<file path="src/verilog/dsp_pkg.sv">
/*
 * Shared widths, register addresses, address target enum
 * and the 16/15-bit saturation functions of the mixer
 */
`default_nettype none

package dsp_pkg;

    localparam int VOICE_PCM_W = 15;  // Voice sample and scaled voice
    localparam int MIX_W       = 16;  // Bus and output sample
    localparam int VOL_W       = 8;   // All volume registers, signed
    localparam int ADDR_W      = 7;
    localparam int MAX_VOICES  = 8;
    localparam int SAT_IN_W    = 32;  // Widest value the clamps accept

    // ------------------------------
    // Register map
    // ------------------------------
    localparam logic [3:0] REG_VOL_L = 4'h0;  // Low nibble, per voice
    localparam logic [3:0] REG_VOL_R = 4'h1;

    localparam logic [ADDR_W-1:0] ADDR_MVOL_L = 7'h0c;
    localparam logic [ADDR_W-1:0] ADDR_MVOL_R = 7'h1c;
    localparam logic [ADDR_W-1:0] ADDR_FLG    = 7'h6c;
    localparam logic [ADDR_W-1:0] ADDR_UNUSED = 7'h1d;
    localparam logic [ADDR_W-1:0] ADDR_EON    = 7'h4d;

    localparam logic [7:0] FLG_RESET    = 8'he0;  // Reset, mute and echo-off set
    localparam int         FLG_MUTE_BIT = 6;

    typedef enum logic [2:0] {
        DT_VOL_L_X,
        DT_VOL_R_X,
        DT_MVOL_L,
        DT_MVOL_R,
        DT_FLG,
        DT_UNUSED,
        DT_EON,
        DT_NONE
    } dsp_target_t;

    // ------------------------------
    // Saturation
    // ------------------------------
    function automatic logic signed [MIX_W-1:0] sat16(input logic signed [SAT_IN_W-1:0] v);
        if (v > 32'sh7fff) begin
            sat16 = 16'sh7fff;
        end else if (v < -32'sh8000) begin
            sat16 = 16'sh8000;
        end else begin
            sat16 = v[MIX_W-1:0];
        end
    endfunction

    function automatic logic signed [VOICE_PCM_W-1:0] sat15(
        input logic signed [SAT_IN_W-1:0] v
    );
        if (v > 32'sh3fff) begin
            sat15 = 15'sh3fff;
        end else if (v < -32'sh4000) begin
            sat15 = 15'sh4000;
        end else begin
            sat15 = v[VOICE_PCM_W-1:0];
        end
    endfunction

endpackage

`default_nettype wire

</file>
<file path="src/verilog/dsp_reg_if.sv">
/*
 * Register values from the register file to the
 * voice, mix and master stages
 */
`timescale 1ns/1ps
`default_nettype none

interface dsp_reg_if
    import dsp_pkg::*;
#(
    parameter int NUM_VOICES = 8
) ();

    logic signed [VOL_W-1:0] vol_l [NUM_VOICES];  // Per-voice volume
    logic signed [VOL_W-1:0] vol_r [NUM_VOICES];
    logic signed [VOL_W-1:0] mvol_l;              // Main volume
    logic signed [VOL_W-1:0] mvol_r;
    logic                    mute;                // FLG bit 6
    logic [NUM_VOICES-1:0]   echo_en;             // EON, one bit per voice

    modport regs (
        output vol_l, vol_r, mvol_l, mvol_r, mute, echo_en
    );

    modport voice (input vol_l, vol_r);

    modport mix (input echo_en);

    modport master (input mvol_l, mvol_r, mute);

endinterface

`default_nettype wire

</file>
<file path="src/verilog/voice_volume.sv">
/*
 * Stage 1: per-voice signed volume scaling, left and right
 */
`timescale 1ns/1ps
`default_nettype none

module voice_volume
    import dsp_pkg::*;
#(
    parameter int NUM_VOICES = 8
) (
    input  logic                          clk,
    input  logic                          reset,
    input  logic signed [VOICE_PCM_W-1:0] voice_pcm [NUM_VOICES],
    dsp_reg_if.voice                      regs,
    output logic signed [VOICE_PCM_W-1:0] chsound_l [NUM_VOICES],
    output logic signed [VOICE_PCM_W-1:0] chsound_r [NUM_VOICES]
);

    localparam int PROD_W = VOICE_PCM_W + VOL_W;

    logic signed [PROD_W-1:0] prod_l [NUM_VOICES];
    logic signed [PROD_W-1:0] prod_r [NUM_VOICES];

    always_comb begin
        for (int i = 0; i < NUM_VOICES; i++) begin
            prod_l[i] = voice_pcm[i] * regs.vol_l[i];
            prod_r[i] = voice_pcm[i] * regs.vol_r[i];
        end
    end

    // Volume 0x7F is just under unity, hence the shift by 7
    always_ff @(posedge clk) begin
        if (reset) begin
            for (int i = 0; i < NUM_VOICES; i++) begin
                chsound_l[i] <= '0;
                chsound_r[i] <= '0;
            end
        end else begin
            for (int i = 0; i < NUM_VOICES; i++) begin
                chsound_l[i] <= sat15(prod_l[i] >>> 7);
                chsound_r[i] <= sat15(prod_r[i] >>> 7);
            end
        end
    end

endmodule

`default_nettype wire

</file>
<file path="src/flat_wrapper.sv">
// flat-port wrapper written by rule: the top's interface ports become plain ports
module voice_volume_flat import dsp_pkg::*;
#(
    parameter int NUM_VOICES = 8
)
  (clk, reset, voice_pcm, chsound_l, chsound_r, regs_vol_l, regs_vol_r);
  dsp_reg_if #(.NUM_VOICES(NUM_VOICES)) regs_i ();
  input  logic clk;
  input  logic reset;
  input  logic signed [VOICE_PCM_W-1:0] voice_pcm[NUM_VOICES];
  output logic signed [VOICE_PCM_W-1:0] chsound_l[NUM_VOICES];
  output logic signed [VOICE_PCM_W-1:0] chsound_r[NUM_VOICES];
  input wire logic [$bits(regs_i.vol_l)-1:0] regs_vol_l;
  input wire logic [$bits(regs_i.vol_r)-1:0] regs_vol_r;
  assign regs_i.vol_l = {>>{regs_vol_l}};
  assign regs_i.vol_r = {>>{regs_vol_r}};
  voice_volume #(.NUM_VOICES(NUM_VOICES)) u_core (.clk(clk), .reset(reset), .voice_pcm(voice_pcm), .regs(regs_i), .chsound_l(chsound_l), .chsound_r(chsound_r));
endmodule
</file>
<file path="config.mk">
export PLATFORM = sky130hd
export DESIGN_NAME = voice_volume_flat
export DESIGN_NICKNAME = d
export VERILOG_FILES = /design/src/verilog/dsp_pkg.sv /design/src/verilog/dsp_reg_if.sv /design/src/verilog/voice_volume.sv /design/src/flat_wrapper.sv
export SDC_FILE = /design/constraint.sdc
export NUM_CORES = 2
export LEC_CHECK = 0
export CORE_MARGIN = 2
export CORE_UTILIZATION = 40
export CTS_CLUSTER_SIZE = 24
export DETAILED_ROUTE_END_ITERATION = 12
export DONT_BUFFER_PORTS = 1
export PLACE_DENSITY_LB_ADDON = 0.15
export SLEW_MARGIN = 20
export SYNTH_ARGS = -nofsm -noshare
export SYNTH_HDL_FRONTEND = slang
export SYNTH_SLANG_ARGS = --single-unit
</file>
<file path="constraint.sdc">
create_clock -name clk -period 5.2 [get_ports clk]
set_clock_uncertainty 0.1 [all_clocks]
set_input_delay 0.52 -clock clk [delete_from_list [all_inputs] [get_ports clk]]
set_output_delay 0.52 -clock clk [all_outputs]
set_load 0.02 [all_outputs]
</file>
After elaboration in Yosys (flattened, before gate mapping):

Index checks and enable logic that the tools add are counted.

* register bits after elaboration: 240
* bits of input ports: 250
* output and inout port bits: 240
* word-level logic and storage cells: 128

* multiply operators: 16
* $lt $le $gt $ge: 32
* mux-type cells: 32
* reductions and logical operators: 16

Operator list (number)
* multiplier 15 x 8 -> 23 bit: 16
* > comparator 16 x 15 -> 1 bit, second input constant: 16
* less-than comparator 16 x 15 -> 1 bit, second input constant: 16
* 2-to-1 mux 15 bit: 16
* 2-to-1 mux 14 bit: 16
* OR reduction 2 bit: 16

Longest topological paths before layout:

* word-level depth: 4
* depth in mapped cells: 22
* depth with buffers taken out: 19

Least setup slack after synthesis:

No wires, ideal clock.

* path kind: input -> register
* start: input port regs_vol_r[47]
* end: register u_core.chsound_r[77] (netlist bit)
* library setup time: 0.057 ns
* arrival time: 5.472 ns
* path slack: -0.429 ns
* cell stages on the path: 20
* buffers on the path: 2
* path through: inv_1 -> clkbuf_1 -> fa_1 -> fa_1 -> inv_1 -> fa_1 -> inv_1 -> fa_1 -> inv_1 -> ha_1 -> nand2_1 -> or4b_1 -> a211oi_1 -> o21a_1 -> o21a_1 -> a31oi_1 -> xnor2_1 -> nor3_1 -> buf_2 -> a21o_1

* cells in the longest elaborated chain, start to end: 4
* elaborated cells between the ends (all ways): 5

Ends and longest elaborated chain
* start, declared: line flat_wrapper.sv:14 `input wire logic [$bits(regs_i.vol_r)-1:0] regs_vol_r;`
* multiplier 15 x 8 -> 23 bit (*): line voice_volume.sv:28 `prod_r[i] = voice_pcm[i] * regs.vol_r[i];`
* less-than comparator 16 x 15 -> 1 bit: line dsp_pkg.sv:60 `end else if (v < -32'sh4000) begin`
* 2-to-1 mux 15 bit: line dsp_pkg.sv:60
* 2-to-1 mux 14 bit (*): line dsp_pkg.sv:58 `if (v > 32'sh3fff) begin`
* end signal, assigned by index: line voice_volume.sv:42 `chsound_r[i] <= sat15(prod_r[i] >>> 7);`
* end, declared: line voice_volume.sv:17 `output logic signed [VOICE_PCM_W-1:0] chsound_r [NUM_VOICES]`

Every way passes the cells marked *; elsewhere a longest branch is shown, timed or not.
A chain may end at the register's enable or synchronous reset.

Final worst setup path:

* start: input port regs_vol_r[15]
* end: register u_core.chsound_r[18] (netlist bit)

The elaborated chain is that of the path after synthesis.

==> impl_metrics.tcl <==
set metrics [dict create \
    max_freq_mhz 205 \
    cts_tree "yes" \
    drv_cap 0 \
    swShare_pct 49.5 \
    synth_top_area_share_pct 41.9 \
    setup_violations 0 \
    rsz0062_at_grt "false" \
    hold_viol_final 0 \
    yosysWarnings 0 \
    grt_pass1_vias 56200 \
    endpoint_kind "flop" \
    power_frac_comb_pct 82.5 \
    status "completed" \
    cp_data_required_time_ps 5570 \
    gp_congestion 0.837 \
    cts_inserted_buffers 39 \
    fill_cells 18000 \
    synth-seq-cells 240 \
    tightest_slew_ps 959 \
    detail-route-antenna-nets 0 \
    dpl.hpwl_mm 150 \
    io_pins 490 \
    start_kind "input port" \
    crit_buf_inv 5 \
    synth-edff-count 0 \
    seq_power_share_pct 10.9 \
    yosys-top-cells-area "fa_1 42%, ha_1 11%, and2_1 11%" \
    synth_nets 10500 \
    ys_types 71 \
    cp_slowest_cell "o21ai_1" \
    core_sq_um 181000 \
    cts_hold_buf 1 \
    slew_viol_final 0 \
    cp_slowest_stage_delay_ps 630 \
    internal-power_uw 22300 \
    wl_per_cell_um 17.1 \
    fin_crit_sh_pct 94.0 \
    p_clk_share_pct 6.6 \
    ys_top_cells_by_count "2011 x inv_1, 1520 x fa_1, 1244 x and2_1" \
    p_leak_uw 0.0409 \
    path_max_fanout 14 \
    cp.arrival_ps 5260 \
    drt_iter0_drc 1854 \
    grt_pass1_wl_mm 302 \
    viasPerCell 4.83 \
    p_total_uw 44100 \
    start_util_pct 40.2 \
    root_buffer "clkbuf_16" \
    die-width_um 430 \
    layout-drive-gt1-share_pct 5.25 \
    area_growth_pct 7.91 \
    min_period_ps 4890 \
    ys_seq_area_share_pct 6.62 \
    yosys.area.top_type "fa_1" \
    grt_overflow 0 \
    worstPathCellList "inv_1 > buf_4 > nor2_1 > fa_1 > fa_1 > inv_1 > fa_1 > fa_1 > inv_1 > ha_1 > inv_1 > o21bai_1 > o2111ai_1 > nor4_1 > nor3_1 > xnor2_1 > o21ai_1 > o21ai_0" \
    avgSynthCellArea_sq_um 8.95 \
    holdCritPathClass "input port to flop" \
    critical_path.top_delay_family "adder cells" \
    grt_max_degree 19 \
    synthCells 8109 \
    syn-cell-area_sq_um 72600 \
    post_cts_buffers 0 \
    post-synth-top-count-cell "inv_1" \
    dieArea_sq_um 185000 \
    dr.pass1.iters 5 \
    ys.flop_type "dfxtp_1" \
    cts_buffer_depth 3 \
    grt_usage_pct 20.3 \
    wl_mm 181 \
    htreeDepth 2 \
    drc 0 \
    switching_power_uw 21800 \
    slew-limit-headroom_pct 36.1 \
    clock-sinks 240 \
    num_vias 51000 \
    fin_setup_tns_ps 0 \
    rows 156 \
    num-nets-final 10600 \
    power_density_nw_per_um2 563 \
    antenna_found_initial 6 \
    worstSetupPathType "input port to flop" \
    ir_worst_vdd_v 0.000671 \
    port_buffers 0 \
    async_flop_share_pct 0 \
    clk_pin_slew_ps 50 \
    die_h_um 430 \
    cts_resized 0 \
]
[power groups by stage]
stage / logic [uW] / clock network (uW) / registers (uW)
2_1_floorplan: 26100 / 0 / 4380
3_3_place_gp: 36300 / 0 / 4960
3_5_place_dp: 36600 / 0 / 4920
4_1_cts: 37000 / 3040 / 4900
5_1_grt: 41600 / 3080 / 4880
6_report: 36400 / 2900 / 4800
[logic make-up after synthesis]
kind of cell               share of synthesized area, %
xor gates and xnor gates                           4.18
DFF                                                6.62
muxes                                            0.0276
buffers and inverters                              12.0
AOI/OAI and AO/OA                                  7.11
and+or+nand+nor                                    16.8
adders and majority gates                          53.2
[metrics by stage]
step	utilization [%]	instances	hold WS, ps	instance area [sq um]	worst slack [ps]
after floorplan	-	8109	759	73000	-7.69
after global placement	42.6	10500	539	76900	-283
after detailed placement	42.6	10500	541	76900	-321
after CTS	43.4	10500	35.7	78300	368
after global routing	43.4	10500	47.4	78300	2.45
final	43.4	10600	107	78300	313
[worst paths after layout]
| kind | start | end | depth (start not counted) |
|---|---|---|---|
| worst max-delay path | regs_vol_r[15] | u_core.chsound_r[18] | 18 |
| worst min-delay path | reset | u_core.chsound_r[43] | 2 |
[placed cells by master, fill, tap and decap left out, types with 12 or more instances in the layout]
cell type and n:
buf_4 286, xor2_1 108, fa_1 1520, a21oi_1 185, ha_1 653, and3_1 46, a31oi_1 18, o21bai_1 24
nand4_1 24, inv_1 2007, a31o_2 14, nand3_1 32, a21o_1 244, o21ai_0 152, a211oi_1 18, or3_1 12
nand2_1 452, clkbuf_16 41, o31ai_1 20, buf_12 12, nor3_1 22, nand2b_1 49, nor2b_1 24, dfxtp_1 240
and2_1 1244, xnor2_1 238, nor2_1 295, o21a_1 21
[layout make-up]
cell class | count | area (sq um) | share of cell area (%)
tap | 2370 | 2970 | 3.79
clock buffer | 46 | 1060 | 1.36
antenna | 6 | 15.0 | 0.0192
inverter | 2011 | 7550 | 9.64
sequential | 240 | 4800 | 6.14
multi-input combinational | 5559 | 59200 | 75.6
timing repair buffer | 298 | 2390 | 3.05
clock inverter | 25 | 313 | 0.399
[state kept, by name, summed over array words and instances, names as in the netlist]
name / flops
u_core.chsound_r: 120
u_core.chsound_l: 120
[metal layers]
layer,routed length [um],track usage [%],vias up
li1,-,-,24100
met1,79000,26.3,26000
met2,89900,35.6,731
met3,7400,2.84,157
met4,4320,4.70,0
met5,0,0,-
(Power assumes the default switching activity.)
