### config.mk
export PLATFORM = sky130hd
export DESIGN_NAME = dsp_regs_flat
export DESIGN_NICKNAME = d
export VERILOG_FILES = /design/src/verilog/dsp_pkg.sv /design/src/verilog/dsp_reg_if.sv /design/src/verilog/dsp_regs.sv /design/src/flat_wrapper.sv
export SDC_FILE = /design/constraint.sdc
export NUM_CORES = 1
export LEC_CHECK = 0
export ABC_AREA = 1
export BUFFER_PORTS_ARGS = -buffer_cell sky130_fd_sc_hd__buf_2
export CORE_ASPECT_RATIO = 1.5
export CORE_MARGIN = 2
export CORE_UTILIZATION = 30
export CTS_BUF_LIST = sky130_fd_sc_hd__clkbuf_16
export CTS_CLUSTER_SIZE = 25
export DETAILED_ROUTE_END_ITERATION = 8
export SYNTH_ARGS = -nofsm -noshare
export SYNTH_HDL_FRONTEND = slang
export SYNTH_SLANG_ARGS = --single-unit
### constraint.sdc
create_clock -name clk -period 1.6 [get_ports clk]
set_input_delay 0.16 -clock clk [delete_from_list [all_inputs] [get_ports clk]]
set_output_delay 0.16 -clock clk [all_outputs]
set_load 0.02 [all_outputs]
### src/verilog/dsp_pkg.sv
/*
 * Shared widths, register addresses, address target enum
 * and the 16/15-bit saturation functions of the mixer
 */
`default_nettype none

package dsp_pkg;

    localparam int VOICE_PCM_W = 15;  // Voice sample and scaled voice
    localparam int MIX_W       = 16;  // Bus and output sample
    localparam int VOL_W       = 8;   // All volume registers, signed
    localparam int ADDR_W      = 7;
    localparam int MAX_VOICES  = 8;
    localparam int SAT_IN_W    = 32;  // Widest value the clamps accept

    // ------------------------------
    // Register map
    // ------------------------------
    localparam logic [3:0] REG_VOL_L = 4'h0;  // Low nibble, per voice
    localparam logic [3:0] REG_VOL_R = 4'h1;

    localparam logic [ADDR_W-1:0] ADDR_MVOL_L = 7'h0c;
    localparam logic [ADDR_W-1:0] ADDR_MVOL_R = 7'h1c;
    localparam logic [ADDR_W-1:0] ADDR_FLG    = 7'h6c;
    localparam logic [ADDR_W-1:0] ADDR_UNUSED = 7'h1d;
    localparam logic [ADDR_W-1:0] ADDR_EON    = 7'h4d;

    localparam logic [7:0] FLG_RESET    = 8'he0;  // Reset, mute and echo-off set
    localparam int         FLG_MUTE_BIT = 6;

    typedef enum logic [2:0] {
        DT_VOL_L_X,
        DT_VOL_R_X,
        DT_MVOL_L,
        DT_MVOL_R,
        DT_FLG,
        DT_UNUSED,
        DT_EON,
        DT_NONE
    } dsp_target_t;

    // ------------------------------
    // Saturation
    // ------------------------------
    function automatic logic signed [MIX_W-1:0] sat16(input logic signed [SAT_IN_W-1:0] v);
        if (v > 32'sh7fff) begin
            sat16 = 16'sh7fff;
        end else if (v < -32'sh8000) begin
            sat16 = 16'sh8000;
        end else begin
            sat16 = v[MIX_W-1:0];
        end
    endfunction

    function automatic logic signed [VOICE_PCM_W-1:0] sat15(
        input logic signed [SAT_IN_W-1:0] v
    );
        if (v > 32'sh3fff) begin
            sat15 = 15'sh3fff;
        end else if (v < -32'sh4000) begin
            sat15 = 15'sh4000;
        end else begin
            sat15 = v[VOICE_PCM_W-1:0];
        end
    endfunction

endpackage

`default_nettype wire

### src/verilog/dsp_reg_if.sv
/*
 * Register values from the register file to the
 * voice, mix and master stages
 */
`timescale 1ns/1ps
`default_nettype none

interface dsp_reg_if
    import dsp_pkg::*;
#(
    parameter int NUM_VOICES = 8
) ();

    logic signed [VOL_W-1:0] vol_l [NUM_VOICES];  // Per-voice volume
    logic signed [VOL_W-1:0] vol_r [NUM_VOICES];
    logic signed [VOL_W-1:0] mvol_l;              // Main volume
    logic signed [VOL_W-1:0] mvol_r;
    logic                    mute;                // FLG bit 6
    logic [NUM_VOICES-1:0]   echo_en;             // EON, one bit per voice

    modport regs (
        output vol_l, vol_r, mvol_l, mvol_r, mute, echo_en
    );

    modport voice (input vol_l, vol_r);

    modport mix (input echo_en);

    modport master (input mvol_l, mvol_r, mute);

endinterface

`default_nettype wire

### src/verilog/dsp_regs.sv
/*
 * Host register file: address decode, storage of the
 * kept registers and the combinational read mux
 */
`timescale 1ns/1ps
`default_nettype none

module dsp_regs
    import dsp_pkg::*;
#(
    parameter int NUM_VOICES = 8
) (
    input  logic              clk,
    input  logic              reset,
    input  logic [ADDR_W-1:0] reg_addr,
    input  logic [7:0]        reg_wdata,
    input  logic              reg_write,
    output logic [7:0]        reg_rdata,
    dsp_reg_if.regs           regs
);

    localparam int VIDX_W = $clog2(MAX_VOICES);

    dsp_target_t       target;
    logic [VIDX_W-1:0] ch;  // Voice select, upper address bits

    logic signed [VOL_W-1:0] vol_l_q [NUM_VOICES];
    logic signed [VOL_W-1:0] vol_r_q [NUM_VOICES];
    logic signed [VOL_W-1:0] mvol_l_q;
    logic signed [VOL_W-1:0] mvol_r_q;
    logic [7:0]              flg_q;
    logic [7:0]              unused_q;  // Plain R/W byte at 0x1D
    logic [7:0]              eon_q;

    // ------------------------------
    // Address decode
    // ------------------------------
    assign ch = reg_addr[ADDR_W-1 -: VIDX_W];

    always_comb begin
        target = DT_NONE;
        case (reg_addr)
            ADDR_MVOL_L: target = DT_MVOL_L;
            ADDR_MVOL_R: target = DT_MVOL_R;
            ADDR_FLG:    target = DT_FLG;
            ADDR_UNUSED: target = DT_UNUSED;
            ADDR_EON:    target = DT_EON;
            default: begin
                // Voices beyond NUM_VOICES stay DT_NONE
                if (int'(ch) < NUM_VOICES) begin
                    if (reg_addr[3:0] == REG_VOL_L) begin
                        target = DT_VOL_L_X;
                    end else if (reg_addr[3:0] == REG_VOL_R) begin
                        target = DT_VOL_R_X;
                    end
                end
            end
        endcase
    end

    // ------------------------------
    // Storage
    // ------------------------------
    always_ff @(posedge clk) begin
        if (reset) begin
            for (int i = 0; i < NUM_VOICES; i++) begin
                vol_l_q[i] <= '0;
                vol_r_q[i] <= '0;
            end
            mvol_l_q <= '0;
            mvol_r_q <= '0;
            flg_q    <= FLG_RESET;
            unused_q <= '0;
            eon_q    <= '0;
        end else if (reg_write) begin
            case (target)
                DT_VOL_L_X: vol_l_q[ch] <= reg_wdata;
                DT_VOL_R_X: vol_r_q[ch] <= reg_wdata;
                DT_MVOL_L:  mvol_l_q    <= reg_wdata;
                DT_MVOL_R:  mvol_r_q    <= reg_wdata;
                DT_FLG:     flg_q       <= reg_wdata;
                DT_UNUSED:  unused_q    <= reg_wdata;
                DT_EON:     eon_q       <= reg_wdata;
                default: ;  // Dropped addresses ignore writes
            endcase
        end
    end

    // Read mux
    always_comb begin
        case (target)
            DT_VOL_L_X: reg_rdata = vol_l_q[ch];
            DT_VOL_R_X: reg_rdata = vol_r_q[ch];
            DT_MVOL_L:  reg_rdata = mvol_l_q;
            DT_MVOL_R:  reg_rdata = mvol_r_q;
            DT_FLG:     reg_rdata = flg_q;
            DT_UNUSED:  reg_rdata = unused_q;
            DT_EON:     reg_rdata = eon_q;
            default:    reg_rdata = '0;
        endcase
    end

    // To the datapath
    assign regs.vol_l   = vol_l_q;
    assign regs.vol_r   = vol_r_q;
    assign regs.mvol_l  = mvol_l_q;
    assign regs.mvol_r  = mvol_r_q;
    assign regs.mute    = flg_q[FLG_MUTE_BIT];
    assign regs.echo_en = eon_q[NUM_VOICES-1:0];

endmodule

`default_nettype wire

### src/flat_wrapper.sv
// flat-port wrapper written by rule: the top's interface ports become plain ports
module dsp_regs_flat import dsp_pkg::*;
#(
    parameter int NUM_VOICES = 8
)
  (clk, reset, reg_addr, reg_wdata, reg_write, reg_rdata, regs_vol_l, regs_vol_r, regs_mvol_l, regs_mvol_r, regs_mute, regs_echo_en);
  dsp_reg_if #(.NUM_VOICES(NUM_VOICES)) regs_i ();
  input  logic clk;
  input  logic reset;
  input  logic [ADDR_W-1:0] reg_addr;
  input  logic [7:0] reg_wdata;
  input  logic reg_write;
  output logic [7:0] reg_rdata;
  output wire logic [$bits(regs_i.vol_l)-1:0] regs_vol_l;
  output wire logic [$bits(regs_i.vol_r)-1:0] regs_vol_r;
  output wire logic [$bits(regs_i.mvol_l)-1:0] regs_mvol_l;
  output wire logic [$bits(regs_i.mvol_r)-1:0] regs_mvol_r;
  output wire logic [$bits(regs_i.mute)-1:0] regs_mute;
  output wire logic [$bits(regs_i.echo_en)-1:0] regs_echo_en;
  assign regs_vol_l = {>>{regs_i.vol_l}};
  assign regs_vol_r = {>>{regs_i.vol_r}};
  assign regs_mvol_l = regs_i.mvol_l;
  assign regs_mvol_r = regs_i.mvol_r;
  assign regs_mute = regs_i.mute;
  assign regs_echo_en = regs_i.echo_en;
  dsp_regs #(.NUM_VOICES(NUM_VOICES)) u_core (.clk(clk), .reset(reset), .reg_addr(reg_addr), .reg_wdata(reg_wdata), .reg_write(reg_write), .reg_rdata(reg_rdata), .regs(regs_i));
endmodule
* After elaboration in Yosys (flattened, before gate mapping)
Index checks and enable logic that the tools add are counted.
** Operators by class
- Bitwise operators :: 1
- Magnitude comparators :: 2
- Equal/unequal tests :: 12
- Muxes and demuxes :: 14
- Reductions and logical operators :: 10
** Operators with widths (number)
- 64-bit bitwise mux :: 2
- 8-bit one-hot mux with 7 select lines :: 1
- 8-bit binary-select mux with 3-bit select :: 2
- 8-bit two-way mux :: 5
- 8-bit demux with 3-bit select :: 1
- 3-bit one-hot mux with 5 select lines :: 1
- 7-bit by 5-bit equality test with 1-bit output (second input constant) :: 2
- 7-bit equality test (second input constant) :: 2
- 2-bit AND reduction :: 7
- 3-bit equality test (second input constant) :: 3
- 7-bit by 4-bit equality test with 1-bit output (second input constant) :: 1
- 3-bit by 2-bit equality test with 1-bit output (second input constant) :: 2
- 3-bit two-way mux :: 2
- 4-bit by 1-bit equality test with 1-bit output (second input constant) :: 1
- 4-bit >= comparator (second input constant) :: 1
- 4-bit zero test :: 1
- 4-bit by 1-bit < comparator with 1-bit output (second input constant) :: 1
- 3-bit inverter with 4-bit output :: 1
- 3-bit by 1-bit equality test with 1-bit output (second input constant) :: 1
- 3-bit zero test :: 1
- 1-bit logical AND :: 1
** Word-level totals
- Bits of input ports :: 18
- Logic and storage cells :: 60
- Register bits after elaboration :: 168

* Logic depth before layout (Yosys ltp)
- Depth in word-level cells :: 6
- Gate-level depth with buffers :: 13
- Depth with buffers taken out :: 11

* Least setup slack after synthesis
No wires, ideal clock.
- Kind :: input to output
- From :: in reg_addr[5]
- To :: out reg_rdata[7]
- Data required time :: 1440 ps
- Stages :: 10
- Arrival :: 1446 ps
- Path slack :: -6 ps
- Path through :: buf_4 inv_2 nand3_1 clkbuf_1 o22ai_1 nor3_1 nand3_1 nand2_1 nor2_1 nand4_1
** Between the ends
- Longest elaborated chain between the ends :: 5
** Ends and longest elaborated chain
- from (decl) :: line flat_wrapper.sv:10 : input logic [ADDR_W-1:0] reg_addr;
- parallel branches: the longest is 4 deep, another holds 7-bit equality test
- 8-bit one-hot mux with 7 select lines * :: line dsp_regs.sv:91 : case (target)
- to (decl) :: line flat_wrapper.sv:13 : output logic [7:0] reg_rdata;
Mark *: on every way between the ends. The select of a mux whose other input is x is not followed.

* Worst setup path after layout
- From :: in reg_addr[6]
- To :: out reg_rdata[2]
Same word-level chain as after synthesis.

==> results.md <==
* Clock root buffer: clkbuf_16
* Slew Limit Headroom at 59.9%
* Share of cells above drive strength 1 at 34.2%
* Period utilization at 118%
* Final hold vios at 0
* Number of global-route vias before repair at 7817
* Most common cell in the netlist: nor2_1
* FF/Latch Area at 3430 sq um
* Detail Placement HPWL at 22200 microns
* Min Tclk post-route at 1.88 ns
* Post-synth EDFFs at 0
* Met3 usage at 3.87%
* Synth Instances at 1013
* Fin Hold WS at 0.163 ns
* Synth Register Bits at 168
* Max stage delay on crit path at 0.19 ns
* CP Buf/Inv Count at 5
* Initial DRC count at 886
* Most common cell on crit path: buf_12
* Leakage at 5.10 nW
* Skew final at 0 ns
* Status: finished with violations
* Post-DR wirelength/cell at 18.8 microns
* Reg2Reg Setup Slack at 0.78 ns
* Clk slew on worst S/H paths at 0.07 ns
* I/O Pins at 179
* Synth top cells by count: 355 x nor2_1, 168 x dfxtp_1, 155 x o21ai_0
* Critical Path Source Type: input port
* Layout Area Growth over Synthesis at 44.2%
* Yosys warning count at 0
* Top area cells in the synthesized netlist: dfxtp_1 47%, nor2_1 19%, o21ai_0 11%, o22ai_1 4.5%, nand2_1 3.5%
* Die Area at 25200 sq um
* Peak supply drop at 0.794 mV
* Total gr overflow at 0
* Initial antenna violation count at 0
* Fmax at 531 MHz
* Sequential area share after synthesis at 46.9%
* Die Ht at 193 microns
* Clock tree buffer depth at 2
* Max-slew violation count at 0
* Synth top area share at 46.9%
* Top_reg_cell synth: dfxtp_1
* Area of the multi-input gates at 3630 sq um
* Routed vias at 8197
* Clk_lat worst skew at 0.44 ns
* Detail Route Antenna Nets at 0
* Final setup margin at -0.284 ns
* WP depth at 13
* H-tree depth at 4
* PwrDens at 869 nW/um^2
* Largest area contributor in the netlist: dfxtp_1
* Drc violations at 0
* CP max-delay cell: a21oi_2
* Worst-margin pin slew at 0.601 ns
* Starting Density at 30.4%
* Core Region at 23600 sq um
* Port Buffers at 178
* Hold Crit Class: in -> reg
* Cell Area, Synth at 7170 sq um
* Gpl congestion at 0.966
* Count of maximum capacitance violations at 0
* Antenna Cells at 0
* # setup viols final at 8
* Unique masters post-synth at 30
* WS Path Type: in -> out
* Worst Path Required at 1.44 ns
* Sink Count at 168
* Largest net degree at the start of global routing at 102
* GRT busiest layer: met2
* Total power at 8.99 mW
* Post-synth net total at 1031
* Met2 Use GR at 39.1%
* Num CTS Buffers at 17
* Failing checks: setup timing
* Drt first pass iters at 6
* Worst EP arrival at 1.72 ns
* CP top delay family: buffers and inverters
* Worst-path fanout max at 5
* Nets at 1305
* CP Capture Type: output pin
* Syn avg cell area at 7.08 sq um
* Routed vias/inst at 5.06
* Worst-case reg-to-reg path depth at 3
* Met1 Use GR at 28.7%
* Placement row count at 69
* Layout fillers at 2398
* First-pass GRT wire length at 45300 microns
* Hold path cells at 3
* Critical-path cell list: buf_12 -> buf_12 -> nor2_8 -> buf_12 -> nand2_8 -> buf_6 -> o22ai_2 -> nor2_1 -> nand3_1 -> nand2_1 -> a21oi_2 -> nand4_1 -> buf_6
* Async set-reset flop share out of synthesis at 0%
* DIE WIDTH at 130 microns
* CTS tree: built
* RSZ-0062 raised after global routing: yes
* Final WL at 30400 microns
* GRT Util Overall at 23.8%
per-stage QoR:
stage	std cells	TNS, ns	util (%)	area [sq um]	setup slack [ns]
final	1619	-1.95	43.9	10300	-0.284
after global routing	1619	-2.45	43.9	10300	-0.339
after detailed placement	1562	-8.81	38.8	9150	-0.388
after CTS	1605	-2.05	42.3	9970	-0.285
after floorplan	1013	0	-	7170	0.0134
after global placement	1562	-7.83	38.8	9150	-0.327
sequential cells by signal, summed over array words and instances (netlist names):
name,flops
u_core.unused_q,8
u_core.regs.vol_l,64
u_core.regs.vol_r,64
u_core.regs.echo_en,8
u_core.regs.mvol_l,8
u_core.flg_q,8
u_core.regs.mvol_r,8
kinds of logic (layout without fill, tap and decap cells):
kind of cell	after synthesis	in the layout	synth area share [%]
AO/OA/AOI/OAI	241	241	18.1
AND/OR/NAND/NOR	488	489	28.5
buffers and inverters	116	402	6.58
flip-flops	168	168	46.9
final timing paths:
path / startpoint / endpoint
max: reg_addr[6] / reg_rdata[2]
min: reg_wdata[3] / u_core.flg_q[3]$_SDFFE_PP0P_
max reg2reg: u_core.regs.vol_l[0]$_SDFFE_PP0P_ / u_core.regs.vol_l[0]$_SDFFE_PP0P_
min reg2reg: u_core.unused_q[3]$_SDFFE_PP0P_ / u_core.unused_q[3]$_SDFFE_PP0P_
placed cells by master (no fill, tap or decap), drive strengths merged:
cell type / n
a21oi: 30
a22oi: 1
buf: 300
bufinv: 1
clkbuf: 18
clkinv: 12
clkinvlp: 3
dfxtp: 168
dlygate4sd3: 1
inv: 67
nand2: 74
nand3: 22
nand4: 26
nor2: 360
nor3: 5
nor4: 2
o2111ai: 1
o21ai: 155
o22a: 2
o22ai: 52
power breakdown:
group          switching (mW)  total (mW)  internal, mW
logic                   0.506       0.813         0.307
registers              0.0245        4.22          4.20
clock network            1.81        3.95          2.14
total                    2.34        8.99          6.65
per-layer routing:
metal	routed length [microns]	part of all wire, %
met3	1850	6.1
met4	1770	5.8
met1	12000	40
met5	0	0
met2	14700	48
worst reg2reg max path: stages (launching register included):
cell,delay (ns)
dfxtp_4,0.35
buf_4,0.14
o21ai_0,0.16
nor2_1,0.06
cell type report:
class | instances | area share [%]
clock buffers | 17 | 4.11
clock inverters | 15 | 1.25
inverters | 68 | 2.58
multi-input cells | 730 | 35.1
flip-flops and latches | 168 | 33.2
well taps | 319 | 3.86
repair buffers | 302 | 19.9
what timing repair did:
| action | CTS | global route |
|---|---|---|
| hold endpoints to repair | 5 | 0 |
| pin swaps | 25 | 25 |
| buffers inserted | 10 | 12 |
| endpoints found under the setup margin | 8 | 8 |
| gates resized for setup | 66 | 65 |
| gates cloned | 0 | 2 |
| hold buffers | 1 | 0 |
No activity file was read; power rests on OpenSTA's default activity.
