--- config.mk ---
export PLATFORM = sky130hd
export DESIGN_NAME = master_out_flat
export DESIGN_NICKNAME = d
export VERILOG_FILES = /design/src/verilog/dsp_pkg.sv /design/src/verilog/dsp_reg_if.sv /design/src/verilog/master_out.sv /design/src/flat_wrapper.sv
export SDC_FILE = /design/constraint.sdc
export NUM_CORES = 1
export LEC_CHECK = 0
export ABC_AREA = 1
export ABC_CLOCK_PERIOD_IN_PS = 11500
export BUFFER_PORTS_ARGS = -buffer_cell sky130_fd_sc_hd__buf_2
export CAP_MARGIN = 20
export CORE_UTILIZATION = 69
export DETAILED_ROUTE_END_ITERATION = 12
export GPL_ROUTABILITY_DRIVEN = 0
export PLACE_DENSITY_LB_ADDON = 0.08
export SYNTH_ARGS = -nofsm -noshare
export SYNTH_HDL_FRONTEND = slang
export SYNTH_SLANG_ARGS = --single-unit
--- constraint.sdc ---
create_clock -name clk -period 11.5 [get_ports clk]
set_input_delay 0.575 -clock clk [delete_from_list [all_inputs] [get_ports clk]]
set_output_delay 0.575 -clock clk [all_outputs]
set_load 0.1 [all_outputs]
--- src/verilog/dsp_pkg.sv ---
/*
 * Shared widths, register addresses, address target enum
 * and the 16/15-bit saturation functions of the mixer
 */
`default_nettype none

package dsp_pkg;

    localparam int VOICE_PCM_W = 15;  // Voice sample and scaled voice
    localparam int MIX_W       = 16;  // Bus and output sample
    localparam int VOL_W       = 8;   // All volume registers, signed
    localparam int ADDR_W      = 7;
    localparam int MAX_VOICES  = 8;
    localparam int SAT_IN_W    = 32;  // Widest value the clamps accept

    // ------------------------------
    // Register map
    // ------------------------------
    localparam logic [3:0] REG_VOL_L = 4'h0;  // Low nibble, per voice
    localparam logic [3:0] REG_VOL_R = 4'h1;

    localparam logic [ADDR_W-1:0] ADDR_MVOL_L = 7'h0c;
    localparam logic [ADDR_W-1:0] ADDR_MVOL_R = 7'h1c;
    localparam logic [ADDR_W-1:0] ADDR_FLG    = 7'h6c;
    localparam logic [ADDR_W-1:0] ADDR_UNUSED = 7'h1d;
    localparam logic [ADDR_W-1:0] ADDR_EON    = 7'h4d;

    localparam logic [7:0] FLG_RESET    = 8'he0;  // Reset, mute and echo-off set
    localparam int         FLG_MUTE_BIT = 6;

    typedef enum logic [2:0] {
        DT_VOL_L_X,
        DT_VOL_R_X,
        DT_MVOL_L,
        DT_MVOL_R,
        DT_FLG,
        DT_UNUSED,
        DT_EON,
        DT_NONE
    } dsp_target_t;

    // ------------------------------
    // Saturation
    // ------------------------------
    function automatic logic signed [MIX_W-1:0] sat16(input logic signed [SAT_IN_W-1:0] v);
        if (v > 32'sh7fff) begin
            sat16 = 16'sh7fff;
        end else if (v < -32'sh8000) begin
            sat16 = 16'sh8000;
        end else begin
            sat16 = v[MIX_W-1:0];
        end
    endfunction

    function automatic logic signed [VOICE_PCM_W-1:0] sat15(
        input logic signed [SAT_IN_W-1:0] v
    );
        if (v > 32'sh3fff) begin
            sat15 = 15'sh3fff;
        end else if (v < -32'sh4000) begin
            sat15 = 15'sh4000;
        end else begin
            sat15 = v[VOICE_PCM_W-1:0];
        end
    endfunction

endpackage

`default_nettype wire

--- src/verilog/dsp_reg_if.sv ---
/*
 * Register values from the register file to the
 * voice, mix and master stages
 */
`timescale 1ns/1ps
`default_nettype none

interface dsp_reg_if
    import dsp_pkg::*;
#(
    parameter int NUM_VOICES = 8
) ();

    logic signed [VOL_W-1:0] vol_l [NUM_VOICES];  // Per-voice volume
    logic signed [VOL_W-1:0] vol_r [NUM_VOICES];
    logic signed [VOL_W-1:0] mvol_l;              // Main volume
    logic signed [VOL_W-1:0] mvol_r;
    logic                    mute;                // FLG bit 6
    logic [NUM_VOICES-1:0]   echo_en;             // EON, one bit per voice

    modport regs (
        output vol_l, vol_r, mvol_l, mvol_r, mute, echo_en
    );

    modport voice (input vol_l, vol_r);

    modport mix (input echo_en);

    modport master (input mvol_l, mvol_r, mute);

endinterface

`default_nettype wire

--- src/verilog/master_out.sv ---
/*
 * Stage 3: main volume, saturation and FLG mute
 */
`timescale 1ns/1ps
`default_nettype none

module master_out
    import dsp_pkg::*;
(
    input  logic                    clk,
    input  logic                    reset,
    input  logic signed [MIX_W-1:0] sum_l,
    input  logic signed [MIX_W-1:0] sum_r,
    dsp_reg_if.master               regs,
    output logic signed [MIX_W-1:0] sound_l,
    output logic signed [MIX_W-1:0] sound_r
);

    localparam int PROD_W = MIX_W + VOL_W;

    logic signed [PROD_W-1:0] prod_l, prod_r;

    assign prod_l = sum_l * regs.mvol_l;
    assign prod_r = sum_r * regs.mvol_r;

    always_ff @(posedge clk) begin
        if (reset) begin
            sound_l <= '0;
            sound_r <= '0;
        end else if (regs.mute) begin
            sound_l <= '0;  // Mute only silences the main output
            sound_r <= '0;
        end else begin
            sound_l <= sat16(prod_l >>> 7);
            sound_r <= sat16(prod_r >>> 7);
        end
    end

endmodule

`default_nettype wire

--- src/flat_wrapper.sv ---
// flat-port wrapper written by rule: the top's interface ports become plain ports
module master_out_flat import dsp_pkg::*;
  (clk, reset, sum_l, sum_r, sound_l, sound_r, regs_mvol_l, regs_mvol_r, regs_mute);
  dsp_reg_if regs_i ();
  input  logic clk;
  input  logic reset;
  input  logic signed [MIX_W-1:0] sum_l;
  input  logic signed [MIX_W-1:0] sum_r;
  output logic signed [MIX_W-1:0] sound_l;
  output logic signed [MIX_W-1:0] sound_r;
  input wire logic [$bits(regs_i.mvol_l)-1:0] regs_mvol_l;
  input wire logic [$bits(regs_i.mvol_r)-1:0] regs_mvol_r;
  input wire logic [$bits(regs_i.mute)-1:0] regs_mute;
  assign regs_i.mvol_l = regs_mvol_l;
  assign regs_i.mvol_r = regs_mvol_r;
  assign regs_i.mute = regs_mute;
  master_out u_core (.clk(clk), .reset(reset), .sum_l(sum_l), .sum_r(sum_r), .regs(regs_i), .sound_l(sound_l), .sound_r(sound_r));
endmodule
[Word-level counts from Yosys, hierarchy flattened]
Cells that the tools add are included.
Word-level totals
  flip-flop bits (word level): 32
  input bits: 51
  output and inout port bits: 32
  logic and storage cells: 17
Cells by class
  multipliers: 2
  magnitude comparators: 4
  mux-type cells: 4
  reductions and logical operators: 3
Operators with widths (number)
  multiplier 16 x 8 -> 24 bit: 2
  greater-than comparator 17 x 16 -> 1 bit, second input constant: 2
  < comparator 17 x 16 -> 1 bit, second input constant: 2
  two-way mux 16 bit: 2
  two-way mux 15 bit: 2
  OR reduction 3 bit: 2
  OR reduction 2 bit: 1

[Longest topological paths before layout]
Gate-level depths: netlist of run 1.
  depth after elaboration: 4
  gate-level depth with buffers: 28
  depth with buffers taken out: 25

[Worst setup path after synthesis of run 1]
OpenSTA, ideal clock, no wires.
  kind: input to register
  start point: input port regs_mvol_r[2]
  end point: register u_core.sound_r[5]
  setup time: 0.132 ns
  arrival time: 4.875 ns
  data required time: 11.368 ns
  slack: 6.492 ns
  stages on the path: 23
  buffers on the path: 3
  cells stage by stage: clkbuf_1 -> clkbuf_1 -> nand2_1 -> fa_1 -> inv_1 -> fa_1 -> inv_1 -> fa_1 -> inv_1 -> fa_1 -> ha_1 -> inv_1 -> nor3_2 -> nand2_1 -> nor2_1 -> nand2_1 -> nand3_1 -> nand2_1 -> nand2_1 -> nand2_2 -> buf_6 -> nand2_1 -> a21oi_2
Between the ends
  cells in the longest elaborated chain, start to end: 4
  elaborated cells on any way between the ends: 5
  those cells by class: mul: 1; order compare: 2; mux: 2
Ends and longest elaborated chain
  from (decl): RTL line flat_wrapper.sv:12  | input wire logic [$bits(regs_i.mvol_r)-1:0] regs_mvol_r;
  multiplier 16 x 8 -> 24 bit (*): RTL line master_out.sv:24  | assign prod_r = sum_r * regs.mvol_r;
  < comparator 17 x 16 -> 1 bit: RTL line dsp_pkg.sv:48  | end else if (v < -32'sh8000) begin
  two-way mux 16 bit: RTL line dsp_pkg.sv:48
  two-way mux 15 bit (*): RTL line dsp_pkg.sv:46  | if (v > 32'sh7fff) begin
  to (signal assigned): RTL line master_out.sv:35  | sound_r <= sat16(prod_r >>> 7);
  to (decl): RTL line master_out.sv:16  | output logic signed [MIX_W-1:0] sound_r
Every way passes the cells marked *; elsewhere a longest branch is shown, timed or not.
A chain may end at the register's enable or synchronous reset.

[Final worst setup path of run 1]
  start point: input port regs_mvol_r[2]
  end point: register u_core.sound_r[8]
Same word-level chain as after synthesis.

==> results of run 1 <==
==> layer usage <==
metal  wire length [um]  share of wire (%)  track usage, %  vias to the layer above
met5                  0                  0               0                        -
met1              11200                 46            48.2                     4343
met4                222               0.92            4.57                        0
met2              10800                 45            50.5                      359
li1                   -                  -               -                     4508
met3               2000                8.2            3.51                       22
==> final timing paths <==
path,endpoint,depth (start not counted)
worst max-delay path,u_core.sound_r[8]$_SDFF_PP0_,20
worst min-delay path,u_core.sound_l[13]$_SDFF_PP0_,4
==> metrics by stage <==
stage                     cell area (um2)  hold slack (ns)  std cells  utilization [%]
final                               11600            0.695       1826             75.3
after global routing                11600            0.731       1826             75.3
after CTS                           11600            0.694       1826             75.3
after detailed placement            11400            0.972       1818             74.2
after global placement              11400            0.964       1818             74.2
after floorplan                     11000            0.768       1587                -
==> worst max-delay path: cells and delay by family <==
| family | cells | cell delay (ns) |
|---|---|---|
| buf+inv | 6 | 0.68 |
| fa+ha+maj | 5 | 2.49 |
| compound gates | 1 | 0.27 |
| simple gates | 8 | 1.18 |
==> logic make-up (layout without fill, tap and decap cells) <==
family	Yosys count	in the layout	synth area share (%)
AOI/OAI and AO/OA	67	67	3.33
xor gates and xnor gates	29	29	2.31
adders and majority gates	288	288	46.6
buffers and inverters	558	586	19.4
DFF	32	32	5.83
and+or+nand+nor	613	613	22.6
==> registers in the layout, indices dropped and copies added, names as in the netlist <==
register,count
u_core.sound_r,16
u_core.sound_l,16
==> power breakdown <==
| group | switching (W) | internal, W |
|---|---|---|
| sequential | 0.00000842 | 0.000153 |
| clock | 0.0000453 | 0.000101 |
| combinational | 0.00190 | 0.000915 |
==> synthesized netlist by cell type (all sizes together) <==
library cell / n
dfxtp: 32
nor2: 80
o21ai: 9
clkbuf: 53
o21bai: 6
a21boi: 1
o21a: 2
nand4: 8
a31oi: 1
nor3: 9
inv: 494
xnor2: 11
nand3b: 3
fa: 202
or2: 2
ha: 86
a21oi: 48
nand3: 47
xor2: 18
nand2: 463
nor4: 1
buf: 9
clkinv: 2
==> layout make-up <==
type / count / area share (%)
timing repair buffer: 82 / 3.55
multi-input combinational: 997 / 71.1
sequential: 32 / 5.54
tap: 211 / 2.28
clock inverter: 3 / 0.368
clock buffer: 5 / 1.08
inverter: 496 / 16.1
==> summary.txt, run 1 <==
Flow run
  • Max_cap viols: 0

Yosys
  • Cell count after synthesis: 1587
  • Synth top area share: 36.8%
  • Register area share after synthesis: 5.83%
  • Unique masters post-synth: 34
  • #FFs+latches synth: 32
  • Yosys warnings: 0
  • Area leader, netlist: fa_1
  • Mapped cell area: 11000 um2
  • Synth Net Count: 1926
  • Synth top area cells: fa_1 (37%), inv_1 (17%), nand2_1 (16%)
  • Avg Cell Area, Syn: 6.93 um2

STA
  • Rel. slew slack: 58.9%
  • # setup viols final: 0
  • RSZ-0062 raised after global routing: false
  • Final worst slack: 6.49 ns
  • Setup total negative slack: 0 ns
  • Fin crit share: 43.6%
  • Final Hold Viols: 0
  • Post-route minimum period: 5.01 ns
  • Fmax: 0.199 GHz
  • Final Slew Violations: 0
  • Pin slew with the least headroom to its limit: 0.616 ns

Route
  • Post-Route WL: 24.2 mm
  • DR WL/cell: 13.3 um
  • DRC viols: 0
  • Via density: 5.06
  • Starting DRT DRC Count: 716
  • Post-route ant nets: 0
  • Routed via count: 9232
  • 1st-pass router iterations: 8

Finish
  • Multi-input gate area: 8220 um2
  • Area growth syn-to-layout: 5.21%
  • Register area: 641 um2
  • Most frequent cells in the layout: inv_1 (487), nand2_1 (455), fa_1 (202), ha_1 (86), buf_2 (82)
  • Fillcell total: 1261
  • Share of cells above drive strength 1: 7.55%
  • Commonest non-fill, non-tap cell in the layout: inv_1
  • N_diodes: 0
  • Layout Nets: 1953

CTS
  • Num CTS Buffers: 5
  • CTS tree: yes
  • Reg clk slew, reported paths: 0.05 ns
  • H-tree levels: 2
  • Post-CTS Hold Buffers: 0
  • CTS root buffer: clkbuf_16
  • Sink Count: 32
  • Post-CTS setup buffers: 0
  • CTS max path bufs: 2
  • Post-CTS Resized: 0

Hold path
  • Hold Path Class: in -> reg
  • Worst hold start: regs_mute

GRT
  • Global-route usage over all layers: 31.8%
  • Total grt overflow: 0
  • First-pass GRT wire length: 41.8 mm
  • Number of global-route vias before repair: 9119
  • Initial antenna violation count: 0
  • Largest net degree at the start of global routing: 18

Placed design
  • Pre-CTS WS: 6.25 ns
  • Buffers on Ports: 82
  • DPL Wire Length: 20.8 mm

Worst setup path
  • Critical Path Sink Type: flop
  • Crit path max-delay cell type: fa_1
  • CP Cell Sequence: buf_2 > nand2_1 > fa_1 > inv_1 > fa_1 > inv_1 > fa_1 > inv_1 > fa_1 > ha_1 > inv_1 > nor3_2 > nand2_1 > nor2_1 > nand2_1 > clkinv_1 > nor2_1 > nand2_2 > nand4_2 > a21oi_1
  • CP Launch Point: regs_mvol_r[2]
  • Critical-path maximum fanout: 16
  • CP Data Required Time: 11.69 ns
  • Startpoint class of the critical path: primary input
  • Crit path DAT: 5.20 ns
  • CP peak stage delay: 0.69 ns
  • Kind of critical path: in -> reg

Die
  • Core Rows: 45
  • Die area: 16400 um2
  • Core area: 15400 um2
  • Io pins: 83
  • Initial Util: 71.5%
  • Die width: 128 um
  • Die height: 128 um

Power and ir drop
  • Maximum vdd drop: 0.000192 V
  • Pwr Total: 0.00313 W
  • Pwr dens: 270 nW/um2
  • Leak Pwr: 7.54 nW

Status
  • Status: finished, final reports clean
(Power assumes the default switching activity.)
==> run 2, diff against run 1 <==
--- a/config.mk
+++ b/config.mk
@@ -6,10 +6,10 @@
 export NUM_CORES = 1
 export LEC_CHECK = 0
 export ABC_AREA = 1
-export ABC_CLOCK_PERIOD_IN_PS = 11500
+export ABC_CLOCK_PERIOD_IN_PS = 4660
 export BUFFER_PORTS_ARGS = -buffer_cell sky130_fd_sc_hd__buf_2
 export CAP_MARGIN = 20
-export CORE_UTILIZATION = 69
+export CORE_UTILIZATION = 64
 export DETAILED_ROUTE_END_ITERATION = 12
 export GPL_ROUTABILITY_DRIVEN = 0
 export PLACE_DENSITY_LB_ADDON = 0.08
==> constraint.sdc (replaced) <==
create_clock -name clk -period 4.66 [get_ports clk]
set_input_delay 0.233 -clock clk [delete_from_list [all_inputs] [get_ports clk]]
set_output_delay 0.233 -clock clk [all_outputs]
set_load 0.1 [all_outputs]
==> summary.txt, run 2 (synthesis results as in run 1) <==
Status
  • Status: finished, final reports clean

GRT
  • Global-route usage over all layers: 29.4% (-2.5 points)
  • Total grt overflow: 0 (unchanged)
  • First-pass GRT wire length: 42.0 mm (+0.51%)
  • Largest net degree at the start of global routing: 18 (unchanged)
  • Number of global-route vias before repair: 9145 (+0.29%)
  • Initial antenna violation count: 0 (unchanged)

Die
  • Io pins: 83 (unchanged)
  • Die area: 17700 um2 (+7.7%)
  • Initial Util: 65.8% (-5.7 points)
  • Core Rows: 47 (+4.4%)
  • Die width: 133 um (+3.8%)
  • Die height: 133 um (+3.8%)
  • Core area: 16700 um2 (+8.7%)

Hold path
  • Hold Path Class: in -> reg
  • Worst hold start: reset

Finish
  • N_diodes: 0 (unchanged)
  • Share of cells above drive strength 1: 9.60% (+2.1 points)
  • Most frequent cells in the layout: inv_1 (486), nand2_1 (455), fa_1 (202), ha_1 (82), buf_2 (81)
  • Non-Filler Instances: 1865 (+2.1%)
  • Layout Nets: 1983 (+1.5%)
  • Largest regs: u_core.sound_l (16), u_core.sound_r (16)
  • Area growth syn-to-layout: 7.84%
  • Fillcell total: 1427 (+13%)
  • Fin util: 71.0% (-4.3 points)
  • Commonest non-fill, non-tap cell in the layout: inv_1

Placed design
  • DPL Wire Length: 21.0 mm (+0.86%)
  • Buffers on Ports: 82 (unchanged)
  • Pre-CTS WS: -0.0208 ns (-6.27 ns)
  • Placed Cells: 1854 (+2.0%)

Route
  • Via density: 4.96 (-1.9%)
  • DRC viols: 0 (unchanged)
  • Starting DRT DRC Count: 625 (-13%)
  • DR WL/cell: 12.9 um (-2.8%)
  • 1st-pass router iterations: 5 (-3)
  • Routed via count: 9247 (+0.16%)
  • Post-route ant nets: 0 (unchanged)
  • Post-Route WL: 24.1 mm (-0.72%)

Power and ir drop
  • Pwr dens: 680 nW/um2 (+150%)
  • Pwr Total: 0.00806 W (+160%)
  • Leak Pwr: 7.69 nW (+2.0%)
  • Maximum vdd drop: 0.000636 V (+230%)

CTS
  • H-tree levels: 2 (unchanged)
  • Num CTS Buffers: 5 (unchanged)
  • Post-CTS Hold Buffers: 0 (unchanged)
  • CTS tree: yes
  • CTS root buffer: clkbuf_16
  • CTS max path bufs: 2 (unchanged)
  • Reg clk slew, reported paths: 0.05 ns (about the same)
  • Sink Count: 32 (unchanged)

Worst setup path
  • Kind of critical path: in -> reg
  • CP Data Required Time: 4.82 ns (-6.87 ns)
  • CP Launch Point: regs_mvol_l[7]
  • Critical Path Sink Type: flop
  • Critical-path maximum fanout: 15 (-1)
  • Startpoint class of the critical path: primary input
  • Crit path DAT: 4.55 ns (-0.65 ns)

STA
  • # setup viols final: 0 (unchanged)
  • Final Slew Violations: 0 (unchanged)
  • RSZ-0062 raised after global routing: false
  • Hold_ws: 0.341 ns (-0.354 ns)
  • Fin crit share: 94.1%
  • Fmax: 0.228 GHz
  • Rel. slew slack: 55.9% (-3.0 points)
  • Pin slew with the least headroom to its limit: 0.661 ns (+0.0454 ns)
  • Final worst slack: 0.273 ns (-6.21 ns)
  • Post-route minimum period: 4.39 ns
  • Final Hold Viols: 0 (unchanged)

Flow run
  • Max_cap viols: 0 (unchanged)
run 2: changes by cell type in the layout (fill, tap and decap cells not counted), sizes merged:
cell / change
clkinvlp: +2
inv: -1
buf: +28
clkbuf: +1
run 2: final timing paths:
kind,end,slack (ns),cells past startpoint
max,u_core.sound_l[14]$_SDFF_PP0_,0.27,19
min,u_core.sound_l[13]$_SDFF_PP0_,0.34,4
run 2: cell type report:
class	instances	area (um2)	share of cell area, %
repair inverters	1	7.51	0.0633
clock inverters	3	42.5	0.359
repair buffers	111	643	5.42
flip-flops and latches	32	641	5.40
clock buffers	5	125	1.06
multi-input cells	997	8260	69.6
well taps	220	275	2.32
inverters	496	1870	15.7
run 2: timing repair:
action | CTS | global route
setup endpoints to repair | 0 | 28
buffers inserted | 0 | 2
endpoints found under the hold margin | 0 | 0
resized for setup | 0 | 12
run 2: report_power, final:
part,switching (W),internal [W],leakage [nW]
Sequential,0.0000168,0.000378,0.264
Combinational,0.00480,0.00250,7.35
Clock,0.000112,0.000250,0.0798
run 2: worst max-delay path, stage by stage:
cell	delay, ns
buf_2	0.15
clkinvlp_4	0.17
buf_4	0.17
or2_2	0.28
fa_1	0.50
fa_1	0.52
inv_1	0.06
fa_1	0.54
fa_1	0.43
ha_1	0.37
nand2_1	0.13
nor3_2	0.24
nand3_1	0.13
nand3_1	0.10
nand2_1	0.05
nand2_1	0.18
nand2_4	0.14
nand3_1	0.10
nand2_1	0.06
run 2: routing by layer:
layer | global-route usage [%] | vias up | share of wire [%]
met1 | 42.9 | 4349 | 47
li1 | - | 4573 | -
met3 | 4.90 | 19 | 7.9
met5 | 0 | - | 0
met4 | 3.70 | 0 | 0.92
met2 | 47.1 | 306 | 44
run 2: metrics by stage:
stage / area [um2] / setup TNS [ns]
floorplan: 11000 / 0
global placement: 11600 / 0
detailed placement: 11600 / -0.0751
CTS: 11800 / 0
global route: 11900 / 0
finish: 11900 / 0
